File: config.mk
export PLATFORM = sky130hd
export DESIGN_NAME = soc_top
export DESIGN_NICKNAME = d
export VERILOG_FILES = /design/src/rtl/soc_pkg.sv /design/src/rtl/soc_cpu.sv /design/src/rtl/soc_brom.sv /design/src/rtl/soc_bram.sv /design/src/rtl/soc_bus_decode.sv /design/src/rtl/soc_top.sv
export SDC_FILE = /design/constraint.sdc
export NUM_CORES = 2
export LEC_CHECK = 0
export BUFFER_PORTS_ARGS = -buffer_cell sky130_fd_sc_hd__buf_2
export CORE_MARGIN = 5
export CORE_UTILIZATION = 45
export CTS_CLUSTER_DIAMETER = 40
export DETAILED_ROUTE_END_ITERATION = 7
export GPL_ROUTABILITY_DRIVEN = 0
export PLACE_DENSITY = 0.58
export SYNTH_ARGS = -nofsm -noshare
export SYNTH_HDL_FRONTEND = slang
export SYNTH_MEMORY_MAX_BITS = 65536
export SYNTH_SLANG_ARGS = --single-unit
File: constraint.sdc
create_clock -name i_clock -period 13.85 [get_ports i_clock]
set_clock_uncertainty 0.1 [all_clocks]
set_input_delay 1.385 -clock i_clock [delete_from_list [all_inputs] [get_ports i_clock]]
set_output_delay 1.385 -clock i_clock [all_outputs]
set_load 0.03 [all_outputs]
File: src/rtl/soc_pkg.sv
// Shared definitions for the accumulator SoC
// Widths, instruction encoding, bus structs, address map and boot program constants
package soc_pkg;

  // Word and field widths
  localparam int DATA_W = 16;
  localparam int ADDR_W = 12;
  localparam int OPC_W  = 4;
  localparam int LED_W  = 10;
  localparam int SW_W   = 10;

  // Memory windows are the same size for ROM and RAM
  localparam int MEM_WORDS = 256;
  localparam int MEM_AW    = $clog2(MEM_WORDS);

  typedef logic [DATA_W-1:0] data_t;
  typedef logic [ADDR_W-1:0] addr_t;
  typedef logic [LED_W-1:0]  led_t;
  typedef logic [SW_W-1:0]   sw_t;
  typedef logic [MEM_AW-1:0] offset_t;

  // Opcode in bits [15:12], operand address in [11:0]
  // Zero word decodes as NOP, so blank ROM is harmless
  typedef enum logic [OPC_W-1:0] {
    OP_NOP = 4'h0,
    OP_LD  = 4'h1,
    OP_ST  = 4'h2,
    OP_ADD = 4'h3,
    OP_JMP = 4'h4
  } opcode_t;

  // Processor to decoder, one strobe per access
  typedef struct packed {
    logic  rd_stb;
    logic  wr_stb;
    addr_t addr;
    data_t wdata;
  } bus_req_t;

  // Decoder to one memory
  typedef struct packed {
    logic    en;
    logic    we;
    offset_t offset;
    data_t   wdata;
  } mem_req_t;

  typedef enum logic [1:0] {ST_FETCH, ST_DECODE, ST_EXEC, ST_WB} cpu_state_t;

  // Address map
  localparam addr_t ROM_BASE    = 12'h000;
  localparam addr_t RAM_BASE    = 12'h400;
  localparam addr_t IO_SW_ADDR  = 12'h800;
  localparam addr_t IO_LED_ADDR = 12'h801;

  // Boot program data
  localparam addr_t ROM_CONST_ADDR = 12'h010;
  localparam data_t ROM_CONST      = 16'h0015;
  localparam addr_t UNMAPPED_ADDR  = 12'h600;

endpackage

File: src/rtl/soc_cpu.sv
// Multicycle accumulator processor
// Four cycles per instruction: fetch strobe, decode, operand strobe, write-back.
// Read data is expected exactly one cycle after each read strobe
`timescale 1ns/10ps

module soc_cpu import soc_pkg::*; (
  input  logic     i_clock,
  input  logic     i_rst_n,
  output bus_req_t o_bus,
  input  data_t    i_rdata
);

  cpu_state_t state;

  // Architectural state
  addr_t pc;
  data_t acc;

  // Only the opcode is needed after decode
  opcode_t op_q;

  // Registered bus request, strobes last one cycle
  bus_req_t bus_q;

  // Fields of the instruction word arriving in decode
  opcode_t dec_op;
  addr_t   dec_arg;

  assign dec_op  = opcode_t'(i_rdata[DATA_W-1 -: OPC_W]);
  assign dec_arg = i_rdata[ADDR_W-1:0];

  assign o_bus = bus_q;

  always_ff @(posedge i_clock) begin
    if (!i_rst_n) begin
      // Start in write-back with a NOP pending
      // so the first fetch strobe follows reset release
      state <= ST_WB;
      pc    <= '0;
      acc   <= '0;
      op_q  <= OP_NOP;
      bus_q <= '0;
    end else begin
      // Strobes drop unless set below
      bus_q.rd_stb <= 1'b0;
      bus_q.wr_stb <= 1'b0;

      unique case (state)
        ST_FETCH: begin
          // ROM read in flight
          state <= ST_DECODE;
        end

        ST_DECODE: begin
          op_q  <= dec_op;
          pc    <= pc + 1'b1;
          state <= ST_EXEC;
          case (dec_op)
            OP_LD, OP_ADD: begin
              bus_q.rd_stb <= 1'b1;
              bus_q.addr   <= dec_arg;
            end
            OP_ST: begin
              bus_q.wr_stb <= 1'b1;
              bus_q.addr   <= dec_arg;
              bus_q.wdata  <= acc;
            end
            OP_JMP: begin
              // Overrides the increment above
              pc <= dec_arg;
            end
            default: begin
              // NOP, no access
            end
          endcase
        end

        ST_EXEC: begin
          // Operand read in flight, or store done
          state <= ST_WB;
        end

        ST_WB: begin
          case (op_q)
            OP_LD: begin
              acc <= i_rdata;
            end
            OP_ADD: begin
              // Wraps modulo 2^16
              acc <= acc + i_rdata;
            end
            default: begin
              // Nothing to retire
            end
          endcase
          // Next fetch
          bus_q.rd_stb <= 1'b1;
          bus_q.addr   <= pc;
          state        <= ST_FETCH;
        end

        default: begin
          state <= ST_WB;
        end
      endcase
    end
  end

endmodule

File: src/rtl/soc_brom.sv
// Boot ROM with the fixed program and its constant
// Synchronous read, data one cycle after enable
`timescale 1ns/10ps

module soc_brom import soc_pkg::*; (
  input  logic     i_clock,
  input  mem_req_t i_req,
  output data_t    o_rdata
);

  // Program image
  // LED result is 3 * switches + ROM_CONST
  function automatic data_t rom_word(input offset_t a);
    data_t w;
    case (a)
      // Switches into the accumulator
      8'h00: w = {OP_LD, IO_SW_ADDR};
      // Scratch copy in RAM
      8'h01: w = {OP_ST, RAM_BASE};
      // Two adds of the copy give three times the switches
      8'h02: w = {OP_ADD, RAM_BASE};
      8'h03: w = {OP_ADD, RAM_BASE};
      // Hole in the map, adds zero
      8'h04: w = {OP_ADD, UNMAPPED_ADDR};
      8'h05: w = {OP_ADD, ROM_CONST_ADDR};
      8'h06: w = {OP_ST, IO_LED_ADDR};
      8'h07: w = {OP_JMP, ROM_BASE};
      // Constant word
      ROM_CONST_ADDR[MEM_AW-1:0]: w = ROM_CONST;
      default: w = '0;
    endcase
    return w;
  endfunction

  // Writes are ignored, the decoder only sends reads here
  always_ff @(posedge i_clock) begin
    if (i_req.en && !i_req.we) begin
      o_rdata <= rom_word(i_req.offset);
    end
  end

endmodule

File: src/rtl/soc_bram.sv
// Scratch block RAM, 256 words
// Write when enabled with we, registered read otherwise
`timescale 1ns/10ps

module soc_bram import soc_pkg::*; (
  input  logic     i_clock,
  input  mem_req_t i_req,
  output data_t    o_rdata
);

  // Storage
  data_t mem [MEM_WORDS];

  // Single port, one access per cycle
  always_ff @(posedge i_clock) begin
    if (i_req.en) begin
      if (i_req.we) begin
        mem[i_req.offset] <= i_req.wdata;
      end else begin
        // Read data holds until the next read
        o_rdata <= mem[i_req.offset];
      end
    end
  end

endmodule

File: src/rtl/soc_bus_decode.sv
// Address decoder and read-data multiplexer
// Steers processor strobes to ROM, RAM or IO and returns read data a cycle later.
// Also holds the switch sampling register and the LED output register
`timescale 1ns/10ps

module soc_bus_decode import soc_pkg::*; (
  input  logic     i_clock,
  input  logic     i_rst_n,
  input  bus_req_t i_bus,
  output data_t    o_rdata,
  output mem_req_t o_rom_req,
  input  data_t    i_rom_rdata,
  output mem_req_t o_ram_req,
  input  data_t    i_ram_rdata,
  input  sw_t      i_sw,
  output led_t     o_led,
  output logic     o_led_stb
);

  // Region hits for the current address
  logic hit_rom;
  logic hit_ram;
  logic hit_sw;
  logic hit_led;

  // Region of the read in flight
  logic sel_rom_q;
  logic sel_ram_q;
  logic sel_sw_q;

  sw_t   sw_q;
  data_t sw_rdata_q;

  // ROM and RAM windows compare the upper address bits only
  assign hit_rom = i_bus.addr[ADDR_W-1:MEM_AW] == ROM_BASE[ADDR_W-1:MEM_AW];
  assign hit_ram = i_bus.addr[ADDR_W-1:MEM_AW] == RAM_BASE[ADDR_W-1:MEM_AW];
  assign hit_sw  = i_bus.addr == IO_SW_ADDR;
  assign hit_led = i_bus.addr == IO_LED_ADDR;

  // ROM sees reads only
  assign o_rom_req.en     = i_bus.rd_stb && hit_rom;
  assign o_rom_req.we     = 1'b0;
  assign o_rom_req.offset = i_bus.addr[MEM_AW-1:0];
  assign o_rom_req.wdata  = '0;

  assign o_ram_req.en     = (i_bus.rd_stb || i_bus.wr_stb) && hit_ram;
  assign o_ram_req.we     = i_bus.wr_stb;
  assign o_ram_req.offset = i_bus.addr[MEM_AW-1:0];
  assign o_ram_req.wdata  = i_bus.wdata;

  always_ff @(posedge i_clock) begin
    if (!i_rst_n) begin
      sel_rom_q <= 1'b0;
      sel_ram_q <= 1'b0;
      sel_sw_q  <= 1'b0;
      sw_q      <= '0;
      o_led     <= '0;
      o_led_stb <= 1'b0;
    end else begin
      // Selection lives one cycle, matching the memory latency
      sel_rom_q <= i_bus.rd_stb && hit_rom;
      sel_ram_q <= i_bus.rd_stb && hit_ram;
      sel_sw_q  <= i_bus.rd_stb && hit_sw;
      // Switches sampled every cycle
      sw_q      <= i_sw;
      // LED update, strobe marks the new value
      o_led_stb <= i_bus.wr_stb && hit_led;
      if (i_bus.wr_stb && hit_led) begin
        o_led <= i_bus.wdata[LED_W-1:0];
      end
    end
  end

  // Switch value captured at the read strobe
  always_ff @(posedge i_clock) begin
    if (i_bus.rd_stb && hit_sw) begin
      sw_rdata_q <= {{(DATA_W-SW_W){1'b0}}, sw_q};
    end
  end

  // Unmapped reads fall through to zero
  assign o_rdata = sel_rom_q ? i_rom_rdata :
                   sel_ram_q ? i_ram_rdata :
                   sel_sw_q  ? sw_rdata_q  :
                   '0;

endmodule

File: src/rtl/soc_top.sv
// Top level of the accumulator SoC
// Processor, boot ROM and scratch RAM joined through the bus decoder,
// switches in and red LEDs out
`timescale 1ns/10ps

module soc_top import soc_pkg::*; (
  input  logic i_clock,
  input  logic i_rst_n,
  input  sw_t  i_sw,
  output led_t o_led,
  output logic o_led_stb
);

  // Processor bus
  bus_req_t cpu_bus;
  data_t    cpu_rdata;

  // Memory side
  mem_req_t rom_req;
  data_t    rom_rdata;
  mem_req_t ram_req;
  data_t    ram_rdata;

  soc_cpu u_cpu (
    .i_clock (i_clock),
    .i_rst_n (i_rst_n),
    .o_bus   (cpu_bus),
    .i_rdata (cpu_rdata)
  );

  soc_brom u_rom (
    .i_clock (i_clock),
    .i_req   (rom_req),
    .o_rdata (rom_rdata)
  );

  soc_bram u_ram (
    .i_clock (i_clock),
    .i_req   (ram_req),
    .o_rdata (ram_rdata)
  );

  soc_bus_decode u_decode (
    .i_clock     (i_clock),
    .i_rst_n     (i_rst_n),
    .i_bus       (cpu_bus),
    .o_rdata     (cpu_rdata),
    .o_rom_req   (rom_req),
    .i_rom_rdata (rom_rdata),
    .o_ram_req   (ram_req),
    .i_ram_rdata (ram_rdata),
    .i_sw        (i_sw),
    .o_led       (o_led),
    .o_led_stb   (o_led_stb)
  );

endmodule

==> summary.md <==
| Metric | Value |
|---|---|
| CTS HTree Levels | `6` |
| Cell accounting for the most synthesized area | `edfxtp_1` |
| Main synth FF type | `edfxtp_1` |
| CTS resizes | `0` |
| Post-route cell area | `188,000 um^2` |
| Register area | `126,000 um^2` |
| # IOs | `23` |
| Via density | `6.23` |
| Final period util | `0.446` |
| Most frequent cells in the layout | `edfxtp_1 (4,131), mux4_2 (1,202), clkbuf_16 (543)` |
| Initial Util | `0.451` |
| Total wire length | `462,000 um` |
| Synth-to-Final Area Change | `16.3%` |
| Status | `finished, final reports clean` |
| Hold Buf Count CTS | `0` |
| Crit Path Class | `reg2reg` |
| First-pass GRT wire length | `641,000 um` |
| Die Width | `610 um` |
| TritonCTS clock tree | `built` |
| Crit path max-delay cell type | `dfxtp_4` |
| Final Slew Violations | `0` |
| Met3 routed WL | `47,600 um` |
| Largest net degree at the start of global routing | `204` |
| Post-CTS Setup Bufs | `0` |
| Number of placed instances, taps included | `11,808` |
| Number of fill cells in the layout | `27,430` |
| Leading cell type in the layout, fill and taps excluded | `edfxtp_1` |
| Vias in the first global route | `79,159` |
| Yosys warning total | `0` |
| Met1 wire length | `181,000 um` |
| Clock Tree Buf Depth | `4` |
| Skew-Pair Late Insertion Delay | `1.04 ns` |
| Setup violators final | `0` |
| First drt pass iteration count | `5` |
| Fin nets | `7,608` |
| DRC | `0` |
| Synth top area share | `0.766` |
| Sequential area share after synthesis | `0.777` |
| Worst hold endpoint | `u_decode.sw_rdata_q[9]$_DFFE_PP_` |
| Final WS setup | `7.67 ns` |
| Arr. time, crit path | `6.82 ns` |
| FF-to-FF End | `u_ram.o_rdata[6]$_DFFE_PP_` |
| Final hold violation count | `0` |
| Seq cells post-synth | `4,219` |
| Die Area | `372,000 um^2` |
| Syn_nets | `7,046` |
| Max_cap viols | `0` |
| Hpwl dp | `271,000 um` |
| Synth unique cells | `58` |
| Post-synthesis cell area | `162,000 um^2` |
| Synth async-reset ratio | `0` |
| Highest metal used | `met5` |
| Pwr/cell area | `173 nW/um^2` |
| Port bufs | `22` |
| Slew @ Worst Pin | `1.40 ns` |
| Die Y-Extent | `610 um` |
| Critical-path maximum fanout | `88` |
| Root Driver | `clkbuf_16` |
| Hold_sp | `u_decode.sw_q[9]$_SDFF_PN0_` |
| Fin crit period | `6.18 ns` |
| Relative slew slack | `0.0424` |
| GRT Util Overall | `0.245` |
| Max VDD drop | `0.000145 V` |
| Syn_area_per_cell | `23.1 um^2` |
| R2R Path Start | `u_cpu.o_bus[16]$_SDFFE_PN0P_` |
| Row cnt | `220` |
| Clock sinks | `4,219` |
| Gr ovfl total | `0` |
| Reg clk slew, reported paths | `0.05 ns` |
| Cell Count, Final, Fillers Out | `12,793` |
| RSZ-0062 raised after global routing | `false` |
| Routed vias | `79,722` |
| Startpoint types | `flop` |
| Post-synth EDFFs | `4,131` |
| Fmax | `0.162 GHz` |
| Footprint of the multi-input gates | `34,900 um^2` |
| Pre-CTS setup slack | `7.55 ns` |
| P_leak | `58.7 nW` |
| Worst Hold Class | `reg2reg` |
| Placeable Area | `359,000 um^2` |
| Final routed wire length divided by cell count | `36.1 um` |
| CP endpoint kind | `flop` |
| Setup TNS | `0 ns` |
| Flop-to-flop setup slack | `7.67 ns` |
| WHS Path Cells | `0` |
| Power after layout | `0.0326 W` |
| Synth top area cells | `edfxtp_1 (77%), mux4_2 (17%), dfxtp_1 (1.1%)` |
| Placed Area | `170,000 um^2` |
| Post-synthesis cell count | `7,013` |
| Worst R2R Path Depth | `8` |
| Initial antenna violation count | `30` |
| Share of cells above drive strength 1 | `0.345` |
| Slowest cell delay on critical path | `0.82 ns` |
| DR WL met2 | `215,000 um` |
| Initial DRC Count | `11,008` |
| CP cell instances | `buf_12 > buf_4 > buf_4 > mux4_2 > mux4_2 > a22oi_1 > a21oi_1 > or4_1` |
| CP required | `14.49 ns` |
| Post-route ant nets | `0` |
| CTS buffer count | `538` |
==> per-layer routing <==
metal  global-route usage  vias up
li1                     -    31246
met1                0.345    43411
met2                0.376     4269
met3               0.0613      792
met4               0.0890        4
met5              0.00181        -
==> power breakdown <==
part / leakage, nW / internal, W / switching [W]
Sequential: 39.0 / 0.0138 / 0.0000642
Combinational: 10.9 / 0.00187 / 0.00278
Clock: 8.74 / 0.00853 / 0.00555
Total: 58.7 / 0.0242 / 0.00839
==> worst max-delay path, delay by kind of cell (launching register included) <==
kind	cells	cell delay [ns]
buffers and inverters	3	2.04
multiplexers	2	1.11
AO/OA/AOI/OAI	2	0.86
flip-flops	1	0.82
AND/OR/NAND/NOR	1	0.62
==> logic make-up (layout without fill, tap and decap cells) <==
family,Yosys count,after routing,share of synthesized area
DFF,4219,4219,0.777
AOI/OAI and AO/OA,369,369,0.0165
xor gates and xnor gates,13,13,0.000703
muxes,1313,1313,0.174
adders and majority gates,21,21,0.00167
and+or+nand+nor,669,669,0.0177
buffers and inverters,409,1404,0.0121
other,0,12,0
==> through the flow <==
step	hold WS (ns)	util
final	0.302	0.525
after global routing	0.308	0.525
after CTS	0.305	0.525
after detailed placement	0.298	0.474
after global placement	0.294	0.474
after floorplan	0.286	-
==> how the worst max path moves through the flow <==
stage / start / to / depth (start not counted)
floorplan: u_cpu.o_bus[0]$_SDFFE_PN0P_ / u_ram.mem[0][0]$_DFFE_PP_ / 0
global placement: u_cpu.o_bus[16]$_SDFFE_PN0P_ / u_ram.o_rdata[5]$_DFFE_PP_ / 8
detailed placement: u_cpu.o_bus[16]$_SDFFE_PN0P_ / u_ram.o_rdata[5]$_DFFE_PP_ / 8
CTS: u_cpu.o_bus[16]$_SDFFE_PN0P_ / u_ram.o_rdata[5]$_DFFE_PP_ / 8
global route: u_cpu.o_bus[16]$_SDFFE_PN0P_ / u_ram.o_rdata[6]$_DFFE_PP_ / 8
finish: u_cpu.o_bus[16]$_SDFFE_PN0P_ / u_ram.o_rdata[6]$_DFFE_PP_ / 8
==> synthesized netlist by cell type, drive strengths merged, types with 7 or more instances <==
| library cell | n |
|---|---|
| mux2i | 110 |
| nand3 | 33 |
| dfxtp | 88 |
| clkbuf | 192 |
| nor2 | 366 |
| inv | 16 |
| o22ai | 33 |
| nor3 | 29 |
| a221oi | 37 |
| o221ai | 12 |
| o32ai | 15 |
| a21oi | 43 |
| nor4 | 7 |
| nand2 | 142 |
| a22o | 44 |
| ha | 20 |
| nand4 | 18 |
| xor2 | 7 |
| o21ai | 42 |
| and2 | 18 |
| buf | 201 |
| edfxtp | 4131 |
| nor2b | 16 |
| nand2b | 12 |
| a211oi | 13 |
| mux4 | 1202 |
| a22oi | 88 |
==> sequential cells by signal, summed over array words and instances, names as in the netlist <==
name and flops:
u_ram.o_rdata 16, u_cpu.o_bus 30, u_decode.sel_sw_q 1, u_decode.o_led 10
u_decode.sel_rom_q 1, u_cpu.acc 16, u_ram.mem 4096, u_cpu.pc 12
u_decode.sw_q 10, u_rom.o_rdata 9, u_cpu.op_q 4, u_cpu.state 2
u_decode.o_led_stb 1, u_decode.sw_rdata_q 10, u_decode.sel_ram_q 1
==> area by class of cell <==
cell class                      count  area share
Antenna cell                       12    0.000160
Clock buffer                      602      0.0735
Clock inverter                    371      0.0230
Inverter                           16    0.000319
Tap cell                         4773      0.0317
Multi-Input combinational cell   2385       0.185
Timing Repair Buffer              415      0.0173
Sequential cell                  4219       0.669
(Power assumes the default switching activity.)
